[src/common/nora_consts.svh]
`ifndef NORA_CONSTS_SVH
`define NORA_CONSTS_SVH

// bus widths
`define DATA_W           8
`define ADDR_W           16
`define MEM_AH_W         9       // memory address bits 20..12
`define BANK_W           8

// ram banking, x16 compatible
`define RAMBANK_MASK     8'h7F   // only 128 banks visible

// cpu address map
`define IO_BASE          16'h9F00    // whole 9Fxx page is i/o
`define VIA_BASE         16'h9F00    // 16 bytes
`define VIA_SIZE         16'd16
`define VERA_BASE        16'h9F20
`define VERA_END         16'h9F3F
`define BANKWIN_BASE     16'hA000    // banked ram window up to BFFF
`define ROM_BASE         16'hC000    // rom window, read only

// attention button timing, in clk6x cycles
`define DEBOUNCE_CYCLES  16
`define NMI_PULSE_CYCLES 12
`define BTN_CNT_W        5       // wide enough for both counts above

`endif

[src/common/nora_bus_pkg.sv]
`include "nora_consts.svh"

package nora_bus_pkg;

    typedef logic [`DATA_W-1:0]   data_t;       // one byte on cpu or mem bus
    typedef logic [`ADDR_W-1:0]   cpu_addr_t;   // full 16b cpu address
    typedef logic [`MEM_AH_W-1:0] mem_ah_t;     // MA[20:12]
    typedef logic [`BANK_W-1:0]   bank_t;       // ram bank register

    // where a cpu cycle goes
    typedef enum logic [2:0]
    {
        TGT_NONE    = 3'd0,     // unused i/o, reads FF
        TGT_SRAM    = 3'd1,
        TGT_BANKREG = 3'd2,     // address 0000
        TGT_VIA     = 3'd3,
        TGT_VERA    = 3'd4      // external chip, drives cpu bus itself
    } bus_target_e;

endpackage

[src/common/nora_cpu_pkg.sv]
package nora_cpu_pkg;

    // six clk6x phases per cpu cycle
    typedef enum logic [2:0]
    {
        PH_S0, PH_S1, PH_S2,    // phi2 low
        PH_S3, PH_S4, PH_S5     // phi2 high
    } phi_phase_e;

    // register select, cpu address bits 1..0
    typedef enum logic [1:0]
    {
        VIA_ORB  = 2'd0,
        VIA_ORA  = 2'd1,
        VIA_DDRB = 2'd2,
        VIA_DDRA = 2'd3
    } via_reg_e;

    typedef enum logic [1:0]
    {
        BTN_IDLE,
        BTN_DEBOUNCE,       // counting stable low samples
        BTN_PULSE,          // nmi held low
        BTN_WAIT_RELEASE    // counting stable high samples
    } btn_state_e;

endpackage

[src/phaser/phaser.sv]
`timescale 1ns/1ps

module phaser import nora_cpu_pkg::*;
(
    input  logic clk6x,
    input  logic rst_n_i,
    output logic cpu_phi2_o,     // cpu clock, 1/6 of clk6x
    output logic latch_ad_o,     // high in S2, phi2 rises at its edge
    output logic setup_cs_o,     // high in S3
    output logic release_wr_o,   // high in S5
    output logic release_cs_o    // high in S0
);

    phi_phase_e phase_q;
    phi_phase_e phase_d;

    // free running, no stretching
    always_comb
    begin
        case (phase_q)
            PH_S0:   phase_d = PH_S1;
            PH_S1:   phase_d = PH_S2;
            PH_S2:   phase_d = PH_S3;
            PH_S3:   phase_d = PH_S4;
            PH_S4:   phase_d = PH_S5;
            default: phase_d = PH_S0;   // S5 wraps
        endcase
    end

    always_ff @(posedge clk6x)
    begin
        if (!rst_n_i)
        begin
            phase_q <= PH_S0;
        end
        else
        begin
            phase_q <= phase_d;
        end
    end

    // outputs decoded from the next phase, so the flops line up with phase_q
    always_ff @(posedge clk6x)
    begin
        if (!rst_n_i)
        begin
            cpu_phi2_o   <= 1'b0;
            latch_ad_o   <= 1'b0;
            setup_cs_o   <= 1'b0;
            release_wr_o <= 1'b0;
            release_cs_o <= 1'b0;
        end
        else
        begin
            // phi2 high in S3..S5
            cpu_phi2_o   <= (phase_d == PH_S3) || (phase_d == PH_S4) || (phase_d == PH_S5);
            latch_ad_o   <= (phase_d == PH_S2);
            setup_cs_o   <= (phase_d == PH_S3);
            release_wr_o <= (phase_d == PH_S5);  // wr released one clock before cs
            // first S0 after reset has no strobe, nothing to release yet
            release_cs_o <= (phase_d == PH_S0);
        end
    end

endmodule

[src/busctrl/bus_controller.sv]
`timescale 1ns/1ps
`include "nora_consts.svh"

module bus_controller import nora_bus_pkg::*, nora_cpu_pkg::*;
(
    input  logic      clk6x,
    input  logic      rst_n_i,
    // strobes from phaser
    input  logic      latch_ad_i,
    input  logic      setup_cs_i,
    input  logic      release_wr_i,
    input  logic      release_cs_i,
    // cpu bus
    input  cpu_addr_t cpu_a_i,
    input  logic      cpu_rwn_i,    // 1 = read
    input  data_t     cpu_d_i,
    output data_t     cpu_d_o,
    output logic      cpu_d_oe_o,
    // memory bus
    output mem_ah_t   mem_ah_o,
    input  data_t     mem_d_i,
    output data_t     mem_d_o,
    output logic      mem_d_oe_o,
    output logic      sram_csn_o,
    output logic      vera_csn_o,
    output logic      mem_rdn_o,
    output logic      mem_wrn_o,
    // internal via
    output via_reg_e  via_reg_o,
    output data_t     via_wdata_o,
    output logic      via_wr_o,
    output logic      via_sel_o,
    input  data_t     via_rdata_i
);

    bus_target_e tgt_d, tgt_q;
    mem_ah_t     ah_d;
    bank_t       bank_q;
    bank_t       bank_masked;
    logic        rom_d, rom_q;      // write protected window
    logic        rwn_q;
    logic        ext_q;             // target lives on the memory bus
    via_reg_e    via_reg_q;

    assign bank_masked = bank_q & `RAMBANK_MASK;

    // address decode and high address, from the live cpu address
    always_comb
    begin
        rom_d = (cpu_a_i >= `ROM_BASE);
        if (cpu_a_i == 16'h0000)
            tgt_d = TGT_BANKREG;
        else if ((cpu_a_i & 16'hFF00) == `IO_BASE)
        begin
            if (cpu_a_i >= `VIA_BASE && cpu_a_i < `VIA_BASE + `VIA_SIZE)
                tgt_d = TGT_VIA;
            else if (cpu_a_i >= `VERA_BASE && cpu_a_i <= `VERA_END)
                tgt_d = TGT_VERA;
            else
                tgt_d = TGT_NONE;       // hole in the io page
        end
        else
            tgt_d = TGT_SRAM;

        if (rom_d)
            ah_d = {5'b01000, cpu_a_i[15:12]};
        else if (cpu_a_i >= `BANKWIN_BASE)
            ah_d = {1'b1, bank_masked[6:0], cpu_a_i[12]};   // 8k banks
        else
            ah_d = {5'b00000, cpu_a_i[15:12]};              // low 40k, flat
    end

    // latch at phi2 rise
    always_ff @(posedge clk6x)
    begin
        if (!rst_n_i)
        begin
            tgt_q <= TGT_NONE;
            rwn_q <= 1'b1;
        end
        else if (latch_ad_i)
        begin
            tgt_q <= tgt_d;
            rwn_q <= cpu_rwn_i;
        end
    end

    always_ff @(posedge clk6x)
    begin
        if (latch_ad_i)
        begin
            mem_ah_o  <= ah_d;
            rom_q     <= rom_d;
            via_reg_q <= via_reg_e'(cpu_a_i[1:0]);   // regs alias over the 16 byte window
        end
    end

    assign ext_q = (tgt_q == TGT_SRAM) || (tgt_q == TGT_VERA);

    // cs/rd/wr sequencing: active S4..S5, cs and rd held through S0
    always_ff @(posedge clk6x)
    begin
        if (!rst_n_i)
        begin
            sram_csn_o <= 1'b1;
            vera_csn_o <= 1'b1;
            mem_rdn_o  <= 1'b1;
            mem_wrn_o  <= 1'b1;
            cpu_d_oe_o <= 1'b0;
            mem_d_oe_o <= 1'b0;
        end
        else if (setup_cs_i)
        begin
            sram_csn_o <= (tgt_q != TGT_SRAM);
            vera_csn_o <= (tgt_q != TGT_VERA);
            mem_rdn_o  <= !(rwn_q && ext_q);
            mem_wrn_o  <= !(!rwn_q && tgt_q == TGT_SRAM && !rom_q);  // rom writes dropped
            cpu_d_oe_o <= rwn_q && (tgt_q != TGT_VERA);  // vera drives cd itself
            mem_d_oe_o <= !rwn_q && (tgt_q == TGT_SRAM);
        end
        else if (release_wr_i)
        begin
            mem_wrn_o  <= 1'b1;     // hold time before cs release
            cpu_d_oe_o <= 1'b0;
            mem_d_oe_o <= 1'b0;
        end
        else if (release_cs_i)
        begin
            sram_csn_o <= 1'b1;
            vera_csn_o <= 1'b1;
            mem_rdn_o  <= 1'b1;
        end
    end

    // bank register, write data valid only at end of phi2
    always_ff @(posedge clk6x)
    begin
        if (!rst_n_i)
            bank_q <= '0;
        else if (release_wr_i && !rwn_q && tgt_q == TGT_BANKREG)
            bank_q <= cpu_d_i;
    end

    // read data mux, sram passes through unregistered
    always_comb
    begin
        case (tgt_q)
            TGT_SRAM:    cpu_d_o = mem_d_i;
            TGT_BANKREG: cpu_d_o = bank_q;
            TGT_VIA:     cpu_d_o = via_rdata_i;
            default:     cpu_d_o = 8'hFF;   // open bus
        endcase
    end

    assign mem_d_o     = cpu_d_i;
    assign via_sel_o   = (tgt_q == TGT_VIA);
    assign via_reg_o   = via_reg_q;
    assign via_wdata_o = cpu_d_i;
    assign via_wr_o    = via_sel_o && !rwn_q && release_wr_i;    // one clock, in S5

endmodule

[src/rtl/simple_via.sv]
`timescale 1ns/1ps

module simple_via import nora_bus_pkg::*, nora_cpu_pkg::*;
(
    input  logic     clk6x,
    input  logic     rst_n_i,
    // register access from bus controller
    input  logic     sel_i,
    input  logic     wr_i,         // single clock strobe
    input  via_reg_e reg_i,
    input  data_t    wdata_i,
    output data_t    rdata_o,
    // gpio port a
    input  data_t    pa_i,
    output data_t    pa_o,
    output data_t    pa_oe_o,      // 1 = output
    // gpio port b
    input  data_t    pb_i,
    output data_t    pb_o,
    output data_t    pb_oe_o
);

    data_t ora_q, orb_q;
    data_t ddra_q, ddrb_q;

    always_ff @(posedge clk6x)
    begin
        if (!rst_n_i)
        begin
            ora_q  <= '0;
            orb_q  <= '0;
            ddra_q <= '0;   // all pins input after reset
            ddrb_q <= '0;
        end
        else if (sel_i && wr_i)
        begin
            case (reg_i)
                VIA_ORB:  orb_q  <= wdata_i;
                VIA_ORA:  ora_q  <= wdata_i;
                VIA_DDRB: ddrb_q <= wdata_i;
                default:  ddra_q <= wdata_i;
            endcase
        end
    end

    // orx read: own bit where driven, pin where input
    always_comb
    begin
        case (reg_i)
            VIA_ORB:  rdata_o = (orb_q & ddrb_q) | (pb_i & ~ddrb_q);
            VIA_ORA:  rdata_o = (ora_q & ddra_q) | (pa_i & ~ddra_q);
            VIA_DDRB: rdata_o = ddrb_q;
            default:  rdata_o = ddra_q;
        endcase
    end

    assign pa_o    = ora_q;
    assign pa_oe_o = ddra_q;
    assign pb_o    = orb_q;
    assign pb_oe_o = ddrb_q;

endmodule

[src/rtl/cpu_int_ctrl.sv]
`timescale 1ns/1ps
`include "nora_consts.svh"

module cpu_int_ctrl import nora_cpu_pkg::*;
(
    input  logic clk6x,
    input  logic rst_n_i,
    input  logic attn_btn_i,     // active low, async
    input  logic vera_irq_n_i,
    output logic cpu_nmi_n_o,
    output logic cpu_irq_n_o
);

    btn_state_e             state_q;
    logic [`BTN_CNT_W-1:0]  cnt_q;
    logic                   btn_meta_q, btn_s_q;
    logic                   irq_meta_q;

    // two flop synchronizers, idle high
    always_ff @(posedge clk6x)
    begin
        if (!rst_n_i)
        begin
            btn_meta_q  <= 1'b1;
            btn_s_q     <= 1'b1;
            irq_meta_q  <= 1'b1;
            cpu_irq_n_o <= 1'b1;
        end
        else
        begin
            btn_meta_q  <= attn_btn_i;
            btn_s_q     <= btn_meta_q;
            irq_meta_q  <= vera_irq_n_i;
            cpu_irq_n_o <= irq_meta_q;
        end
    end

    // cnt_q counts consecutive samples, or pulse clocks in BTN_PULSE
    always_ff @(posedge clk6x)
    begin
        if (!rst_n_i)
        begin
            state_q     <= BTN_IDLE;
            cnt_q       <= '0;
            cpu_nmi_n_o <= 1'b1;
        end
        else
        begin
            case (state_q)
                BTN_IDLE:
                begin
                    cnt_q <= `BTN_CNT_W'(1);
                    if (!btn_s_q)
                        state_q <= BTN_DEBOUNCE;    // first low sample seen
                end
                BTN_DEBOUNCE:
                begin
                    if (btn_s_q)
                        state_q <= BTN_IDLE;        // glitch
                    else if (cnt_q == `BTN_CNT_W'(`DEBOUNCE_CYCLES - 1))
                    begin
                        state_q     <= BTN_PULSE;
                        cnt_q       <= `BTN_CNT_W'(1);
                        cpu_nmi_n_o <= 1'b0;
                    end
                    else
                        cnt_q <= cnt_q + 1'b1;
                end
                BTN_PULSE:
                begin
                    if (cnt_q == `BTN_CNT_W'(`NMI_PULSE_CYCLES))
                    begin
                        state_q     <= BTN_WAIT_RELEASE;
                        cnt_q       <= '0;
                        cpu_nmi_n_o <= 1'b1;
                    end
                    else
                        cnt_q <= cnt_q + 1'b1;
                end
                default:
                begin
                    // re-arm only after a stable release
                    if (!btn_s_q)
                        cnt_q <= '0;
                    else if (cnt_q == `BTN_CNT_W'(`DEBOUNCE_CYCLES - 1))
                        state_q <= BTN_IDLE;
                    else
                        cnt_q <= cnt_q + 1'b1;
                end
            endcase
        end
    end

endmodule

[src/rtl/nora_top.sv]
`timescale 1ns/1ps

module nora_top import nora_bus_pkg::*, nora_cpu_pkg::*;
(
    input  logic      clk6x,
    input  logic      rst_n_i,
    // cpu
    output logic      cpu_phi2_o,
    input  cpu_addr_t cpu_a_i,
    input  logic      cpu_rwn_i,
    input  data_t     cpu_d_i,
    output data_t     cpu_d_o,
    output logic      cpu_d_oe_o,
    output logic      cpu_nmi_n_o,
    output logic      cpu_irq_n_o,
    // memory bus
    output mem_ah_t   mem_ah_o,
    input  data_t     mem_d_i,
    output data_t     mem_d_o,
    output logic      mem_d_oe_o,
    output logic      sram_csn_o,
    output logic      vera_csn_o,
    output logic      mem_rdn_o,
    output logic      mem_wrn_o,
    // via gpio
    input  data_t     via_pa_i,
    output data_t     via_pa_o,
    output data_t     via_pa_oe_o,
    input  data_t     via_pb_i,
    output data_t     via_pb_o,
    output data_t     via_pb_oe_o,
    // misc
    input  logic      attn_btn_i,
    input  logic      vera_irq_n_i
);

    logic     latch_ad, setup_cs, release_wr, release_cs;
    logic     via_sel, via_wr;
    via_reg_e via_reg;
    data_t    via_wdata, via_rdata;

    phaser phaser_inst
    (
        .clk6x        (clk6x),
        .rst_n_i      (rst_n_i),
        .cpu_phi2_o   (cpu_phi2_o),
        .latch_ad_o   (latch_ad),
        .setup_cs_o   (setup_cs),
        .release_wr_o (release_wr),
        .release_cs_o (release_cs)
    );

    bus_controller bus_controller_inst
    (
        .clk6x        (clk6x),
        .rst_n_i      (rst_n_i),
        .latch_ad_i   (latch_ad),
        .setup_cs_i   (setup_cs),
        .release_wr_i (release_wr),
        .release_cs_i (release_cs),
        .cpu_a_i      (cpu_a_i),
        .cpu_rwn_i    (cpu_rwn_i),
        .cpu_d_i      (cpu_d_i),
        .cpu_d_o      (cpu_d_o),
        .cpu_d_oe_o   (cpu_d_oe_o),
        .mem_ah_o     (mem_ah_o),
        .mem_d_i      (mem_d_i),
        .mem_d_o      (mem_d_o),
        .mem_d_oe_o   (mem_d_oe_o),
        .sram_csn_o   (sram_csn_o),
        .vera_csn_o   (vera_csn_o),
        .mem_rdn_o    (mem_rdn_o),
        .mem_wrn_o    (mem_wrn_o),
        .via_reg_o    (via_reg),
        .via_wdata_o  (via_wdata),
        .via_wr_o     (via_wr),
        .via_sel_o    (via_sel),
        .via_rdata_i  (via_rdata)
    );

    simple_via simple_via_inst
    (
        .clk6x   (clk6x),
        .rst_n_i (rst_n_i),
        .sel_i   (via_sel),
        .wr_i    (via_wr),
        .reg_i   (via_reg),
        .wdata_i (via_wdata),
        .rdata_o (via_rdata),
        .pa_i    (via_pa_i),
        .pa_o    (via_pa_o),
        .pa_oe_o (via_pa_oe_o),
        .pb_i    (via_pb_i),
        .pb_o    (via_pb_o),
        .pb_oe_o (via_pb_oe_o)
    );

    cpu_int_ctrl cpu_int_ctrl_inst
    (
        .clk6x        (clk6x),
        .rst_n_i      (rst_n_i),
        .attn_btn_i   (attn_btn_i),
        .vera_irq_n_i (vera_irq_n_i),
        .cpu_nmi_n_o  (cpu_nmi_n_o),
        .cpu_irq_n_o  (cpu_irq_n_o)
    );

endmodule

[config.mk]
export PLATFORM = sky130hd
export DESIGN_NAME = nora_top
export DESIGN_NICKNAME = d
export VERILOG_FILES = /design/src/common/nora_bus_pkg.sv /design/src/common/nora_cpu_pkg.sv /design/src/phaser/phaser.sv /design/src/busctrl/bus_controller.sv /design/src/rtl/simple_via.sv /design/src/rtl/cpu_int_ctrl.sv /design/src/rtl/nora_top.sv
export VERILOG_INCLUDE_DIRS = /design/src /design/src/common
export SDC_FILE = /design/constraint.sdc
export NUM_CORES = 1
export LEC_CHECK = 0
export BUFFER_PORTS_ARGS = -buffer_cell sky130_fd_sc_hd__buf_2
export CAP_MARGIN = 10
export CORE_UTILIZATION = 45
export DETAILED_ROUTE_END_ITERATION = 7
export PLACE_DENSITY = 0.79
export SETUP_SLACK_MARGIN = 0.02
export SKIP_CTS_REPAIR_TIMING = 1
export SLEW_MARGIN = 20
export SYNTH_ARGS = -nofsm -noshare
export SYNTH_HDL_FRONTEND = slang
export SYNTH_SLANG_ARGS = --single-unit
[constraint.sdc]
create_clock -name clk6x -period 2.5 [get_ports clk6x]
set_clock_uncertainty 0.1 [all_clocks]
set_input_delay 0 -clock clk6x [delete_from_list [all_inputs] [get_ports clk6x]]
set_output_delay 0 -clock clk6x [all_outputs]
set_load 0.02 [all_outputs]
## After elaboration in Yosys (flattened, before gate mapping)

Cells that the tools add are included.

| operators by class | value |
|---|---|
| add/subtract/negate cells | 1 |
| $mul | 0 |
| div/mod/pow operators | 0 |
| magnitude comparators | 6 |
| equality and inequality tests | 28 |
| shifts and indexed selects | 0 |
| mux-type cells | 36 |
| bitwise gates (word level) | 10 |
| reduce and logical (&&, ||, !) cells | 38 |

Operator list:

| operator | number |
|---|---|
| 16-bit >= comparator (second input constant) | 4 |
| 8-bit one-hot mux with 3 select lines | 2 |
| 8-bit bitwise AND | 4 |
| 5-bit two-way mux | 5 |
| 3-bit by 2-bit == test with 1-bit output (second input constant) | 6 |
| 16-bit <= comparator (second input constant) | 1 |
| 16-bit zero test | 1 |
| 16-bit < comparator (second input constant) | 1 |
| 8-bit NOT | 2 |
| 8-bit OR | 2 |
| 3-bit one-hot mux with 5 select lines | 1 |
| 5-bit one-hot mux with 3 select lines | 1 |
| 1-bit two-way mux | 13 |
| 3-bit == test (second input constant) | 4 |
| 2-bit two-way mux | 6 |
| 3-bit two-way mux | 4 |
| 2-bit AND reduction | 6 |
| 1-bit logical AND | 11 |
| 5-bit by 4-bit == test with 1-bit output (second input constant) | 2 |
| 9-bit two-way mux | 1 |
| 8-bit == test (second input constant) | 1 |
| 4-bit nonzero test | 2 |
| 3-bit by 1-bit == test with 1-bit output (second input constant) | 2 |
| 3-bit zero test | 2 |
| 20 further kinds | 35 |

| word-level totals | value |
|---|---|
| flip-flop bits (word level) | 82 |
| latch bits | 0 |
| bits in writable memories | 0 |
| memory bits (read-only) | 0 |
| input port bits | 53 |
| output and inout bits | 66 |
| logic and storage cells | 150 |
| memories kept | 0 |

## Longest topological paths before layout

| logic depth | value |
|---|---|
| depth in word-level cells | 6 |
| gate-level depth with buffers | 9 |
| depth with buffers taken out | 8 |

## Cells and area by module

Synthesis repeated with hierarchy kept, for this count alone.

| unflattened totals | value |
|---|---|
| cell total of the unflattened synthesis | 473 |
| area, all modules | 4351.7 sq um |

Modules (own cells, without submodules):

| module | times used | cells each | area an instance (sq um) | sequential area each (sq um) |
|---|---|---|---|---|
| simple_via | 1 | 209 | 1747.9 | 640.6 |
| bus_controller | 1 | 166 | 1667.8 | 720.7 |
| cpu_int_ctrl | 1 | 77 | 683.2 | 240.2 |
| phaser | 1 | 21 | 252.7 | 160.2 |

## Worst setup path before layout

No wires, ideal clock.

| timing | value |
|---|---|
| path type | register to register |
| from | reg cpu_int_ctrl_inst.cnt_q[0] |
| to | reg cpu_int_ctrl_inst.cnt_q[2] |
| setup time | 0.074 ns |
| arrival | 1.665 ns |
| data required time | 2.326 ns |
| slack | 0.661 ns |
| stages on the path, launching flop included | 10 |
| buffers on the path | 1 |
| period minus slack after synthesis | 1.839 ns |
| cells stage by stage | dfxtp_1 ha_1 nand3_1 inv_1 ha_1 clkbuf_1 nor2b_1 o32ai_1 nand4b_1 a31oi_1 |

| between the ends | value |
|---|---|
| cells in the longest elaborated chain, start to end | 4 |
| elaborated cells between the ends (all ways) | 11 |
| classes of those cells | add/sub: 1; eq/ne: 3; mux: 6; reduce/logical: 1 |

Ends and longest elaborated chain:

| what | line | source |
|---|---|---|
| from (decl) | cpu_int_ctrl.sv:15 | `` logic [`BTN_CNT_W-1:0] cnt_q; `` |
| from (signal assigned) | cpu_int_ctrl.sv:52 | `` cnt_q <= `BTN_CNT_W'(1); `` |
| from (signal assigned) | cpu_int_ctrl.sv:63 | `` cnt_q <= `BTN_CNT_W'(1); `` |
| from (signal assigned) | cpu_int_ctrl.sv:67 | `cnt_q <= cnt_q + 1'b1;` |
| 5-bit by 1-bit adder with 5-bit output / 5-bit by 4-bit == test with 1-bit output (equally long branches) | n/a |  |
| 5-bit two-way mux (on tied branches) | cpu_int_ctrl.sv:85, cpu_int_ctrl.sv:60 |  |
| 5-bit two-way mux (on tied branches) | cpu_int_ctrl.sv:83, cpu_int_ctrl.sv:58 |  |
| 5-bit one-hot mux with 3 select lines | cpu_int_ctrl.sv:49 | `case (state_q)` |

Parallel ways exist; a longest one is shown, timed or not. The select of a mux whose other input is x is not followed.
A chain may end at the register's enable or synchronous reset.

## Final worst setup path

| timing | value |
|---|---|
| from | in cpu_a_i[5] |
| to | reg bus_controller_inst.tgt_q[1] |

| between the ends | value |
|---|---|
| cells in the longest elaborated chain, start to end | 5 |
| elaborated cells between the ends (all ways) | 7 |
| classes of those cells | order compare: 2; mux: 3; reduce/logical: 2 |

Ends and longest elaborated chain:

| what | line | source |
|---|---|---|
| from (decl) | nora_top.sv:9 | `input cpu_addr_t cpu_a_i,` |
| 16-bit >= comparator (no line) / 16-bit < comparator (equally long branches) | n/a |  |
| 1-bit logical AND (no line) | n/a |  |
| 3-bit two-way mux | bus_controller.sv:55 | `` if (cpu_a_i >= `VIA_BASE && cpu_a_i < `VIA_BASE + `VIA_SIZE) `` |
| 3-bit two-way mux | bus_controller.sv:53 | `` else if ((cpu_a_i & 16'hFF00) == `IO_BASE) `` |
| 3-bit two-way mux (*) | bus_controller.sv:51 | `if (cpu_a_i == 16'h0000)` |
| to (signal assigned) | bus_controller.sv:83 | `tgt_q <= tgt_d;` |
| to (decl) | bus_controller.sv:36 | `bus_target_e tgt_d, tgt_q;` |

Mark *: on every way between the ends. The rest lies on a longest branch, timed or not.

==> results.yml <==
timing:
  layout_min_cycle_time_ns: 2.48
  hold_slack_ns: -0.00773
  worstMarginPinSlew_ns: 0.697
  maxSlewViolCount: 0
  finalSetupViolCount: 0
  total_neg_setup_slack_ns: 0
  timing.slew.headroom_pct: 53.5
  fmaxAchievable_mhz: 403
  final_min_period_over_clock_period_pct: 99.4
  timing.final.hold_violations: 1
synth:
  synth_compound_gate_area_share_pct: 19.6
  synthArstFlopShare_pct: 0
  count_of_flip_flops_with_a_built_in_enable_after_synthesis: 12
  synth_seq_cells: 82
  synth-simple-area-share_pct: 21.8
  yosysSeqAreaShare_pct: 47.6
  yosys.area_share.xor_xnor_pct: 0.473
  yosys_warnings: 0
  synth.mux.area_fraction_pct: 2.97
  post_synth_inst_count: 417
  yosys.cell_types.count: 52
  syn_area_per_cell_um2: 8.88
  post_synthesis_cell_area_um2: 3700
  post_synthesis_share_of_cell_area_spent_on_full_adders_half_adders_and_majority_gates_pct: 1.35
  synth_ff_type: "dfxtp_1"
  synth_fp_nets: 474
  synth_top_family_by_area: "simple AND/OR/NAND/NOR gates"
clock_network:
  clock_tree_from_tritoncts: "built"
  cts.htree.levels: 3
  clock_sinks: 82
  cts-root-to-sink-buffers: 2
  cts_made_buffers: 9
  clkLatencyLatePin_ns: 0.34
  clkSlewWorstSetupHoldPaths_ns: 0.08
  clock-root-buffer: "clkbuf_8"
run:
  max_cap_viols: 0
worst_hold_path:
  worst_hold_path_type: "in2reg"
pwr:
  switching_power_mw: 0.670
  power.internal_mw: 2.07
  powerDensity_nw_per_um2: 575
  power_frac_clock_pct: 39.3
  comb_power_share_pct: 10.2
  power_leakage_nw: 1.97
  part_of_the_total_power_dissipated_in_sequential_elements_pct: 50.4
  power.total_mw: 2.74
  peakVddDrop_v: 0.000393
  power.switching_fraction_pct: 24.5
drt:
  via_count: 3683
  detail-route-antenna-nets: 0
  drt-pass1-iter-count: 4
  route.final.wire_length_mm: 10.2
  routed_wire_length_per_instance_um: 15.8
  routed_via_density: 5.68
  route.detailed.drc: 0
  dr.first_iter.drc_count: 200
final_layout:
  seqCellArea_um2: 1760
  num-fill-cells: 699
  count_of_inserted_antenna_diode_cells: 0
  most_common_cell_after_layout_fill_and_taps_aside: "buf_2"
  layout.cells.most_common_list: "buf_2 (118), dfxtp_1 (70), o21ai_0 (53)"
  drive_gt1_share_pct: 28.2
  multi_input_area_um2: 1710
  final_nets: 598
  area_growth_syn_to_layout_pct: 28.5
critical_path:
  cp_slowest_stage_delay_ns: 0.65
  worst-endpoint-required_ns: 2.67
  cell_chain_of_the_critical_path: "dlygate4sd3_1, buf_2, nor4_1, dlygate4sd3_1, nand3_1, dlygate4sd3_1, a21oi_1"
  data_arrival_time_of_the_critical_path_ns: 2.65
  critical_path_peak_fanout: 3
  critical_path_class: "in2reg"
  crit_slowest_cell: "dlygate4sd3_1"
  setup_slack_on_the_worst_flop_to_flop_path_ns: 0.33
  crit_family: "buffers and inverters"
  critical_path.startpoint_type: "input pin"
  timing.critical_path.to_type: "flop"
  cp_common_cell: "dlygate4sd3_1"
  crit_buf_inv: 4
global_routing:
  grt_max_degree: 56
  grt_pass1_wl_mm: 15.7
  overflow: 0
  grt_antenna_before_repair: 0
  grt.total_usage_pct: 23.1
  number_of_global_route_vias_before_repair: 3206
placement:
  gp_congestion: 0.872
  numPortBuffers: 118
  dpl.hpwl_mm: 7.11
die:
  die_h_um: 92.7
  top_level_ports: 119
  floorplan.die_area_um2: 8600
  die_width_um: 92.7
  core.rowCount: 32
  initial_utilization_pct: 47.2
  core_region_area_um2: 7850
status:
  failing_checks: "hold timing"
  status: "finished with violations"
[cells in the mapped netlist, drive strengths merged, types with 6 or more instances]
cell type / count / share of area (%)
mux2i: 11 / 3.0
nor3: 12 / 1.6
nor2: 26 / 2.6
or3b: 10 / 2.4
and2: 6 / 1.0
edfxtp: 12 / 9.7
a21oi: 21 / 2.8
o22ai: 8 / 1.4
buf: 20 / 3.2
o21bai: 6 / 1.2
nand2b: 12 / 2.0
nand2: 21 / 2.1
o21ai: 53 / 7.2
clkbuf: 15 / 1.5
dfxtp: 70 / 38
nand3: 37 / 5.0
inv: 14 / 1.4
[state kept, by name (all words and copies together) (netlist names), 2 cells and up]
signal and flops:
bus_controller_inst.via_reg_o 2, simple_via_inst.pb_o 8, cpu_int_ctrl_inst.state_q 2, simple_via_inst.pa_oe_o 8, simple_via_inst.pa_o 8, bus_controller_inst.mem_ah_o 9
phaser_inst.phase_q 3, cpu_int_ctrl_inst.cnt_q 5, bus_controller_inst.tgt_q 3, simple_via_inst.pb_oe_o 8, bus_controller_inst.bank_q 8
[worst reg2reg max path: stages, from the launching register on]
cell and delay (ns):
dfxtp_1 0.37, ha_1 0.24, nand3_1 0.11, inv_1 0.05, ha_1 0.27, nor2b_1 0.17, o32ai_1 0.41, nand4b_1 0.17
a31oi_1 0.19
[per-stage QoR]
stage	setup WS [ns]	cell area, um2	utilization (%)	std cells
2_1_floorplan	0.661	3700	-	417
3_3_place_gp	0.610	4310	54.9	610
3_5_place_dp	0.394	4310	54.9	610
4_1_cts	0.220	4540	57.9	626
5_1_grt	-0.101	4760	60.7	648
6_report	0.0156	4760	60.7	648
[worst paths after layout]
| path | from | endpoint | cells past startpoint |
|---|---|---|---|
| min | cpu_a_i[13] | bus_controller_inst.mem_ah_o[7] | 3 |
| min reg2reg | cpu_int_ctrl_inst.btn_meta_q | cpu_int_ctrl_inst.btn_s_q | 1 |
| max reg2reg | cpu_int_ctrl_inst.cnt_q[0] | cpu_int_ctrl_inst.cnt_q[2] | 8 |
| max | cpu_a_i[5] | bus_controller_inst.tgt_q[1] | 7 |
[routing by layer]
| metal | GRT usage, % | wire length (um) | vias up | part of all wire [%] |
|---|---|---|---|---|
| li1 | - | - | 1761 | - |
| met1 | 31.2 | 4420 | 1722 | 43 |
| met5 | 0 | 0 | - | 0 |
| met2 | 37.0 | 4880 | 180 | 48 |
| met4 | 8.08 | 216 | 0 | 2.1 |
| met3 | 4.27 | 703 | 20 | 6.9 |
[area by class of cell]
type | instances | share of cell area, %
inverter | 15 | 1.18
multi-input combinational | 285 | 36.0
timing repair buffer | 148 | 18.3
clock buffer | 12 | 3.73
clock inverter | 4 | 1.16
sequential | 82 | 37.0
tap | 102 | 2.68
[power groups by stage]
| stage | registers [mW] | clock network (mW) | logic [mW] |
|---|---|---|---|
| CTS | 1.38 | 1.08 | 0.255 |
| global placement | 1.41 | 0 | 0.249 |
| detailed placement | 1.41 | 0 | 0.253 |
| global route | 1.39 | 1.16 | 0.303 |
| finish | 1.38 | 1.08 | 0.281 |
| floorplan | 1.42 | 0 | 0.145 |
[cells by family (layout without fill, tap and decap cells)]
logic type,Yosys count,count (layout)
AOI/OAI and AO/OA,120,120
xor gates and xnor gates,2,2
adders and majority gates,4,4
buffers and inverters,50,179
DFF,82,82
muxes,11,11
and+or+nand+nor,148,148
Note: power is estimated with default switching activity, not from simulation.
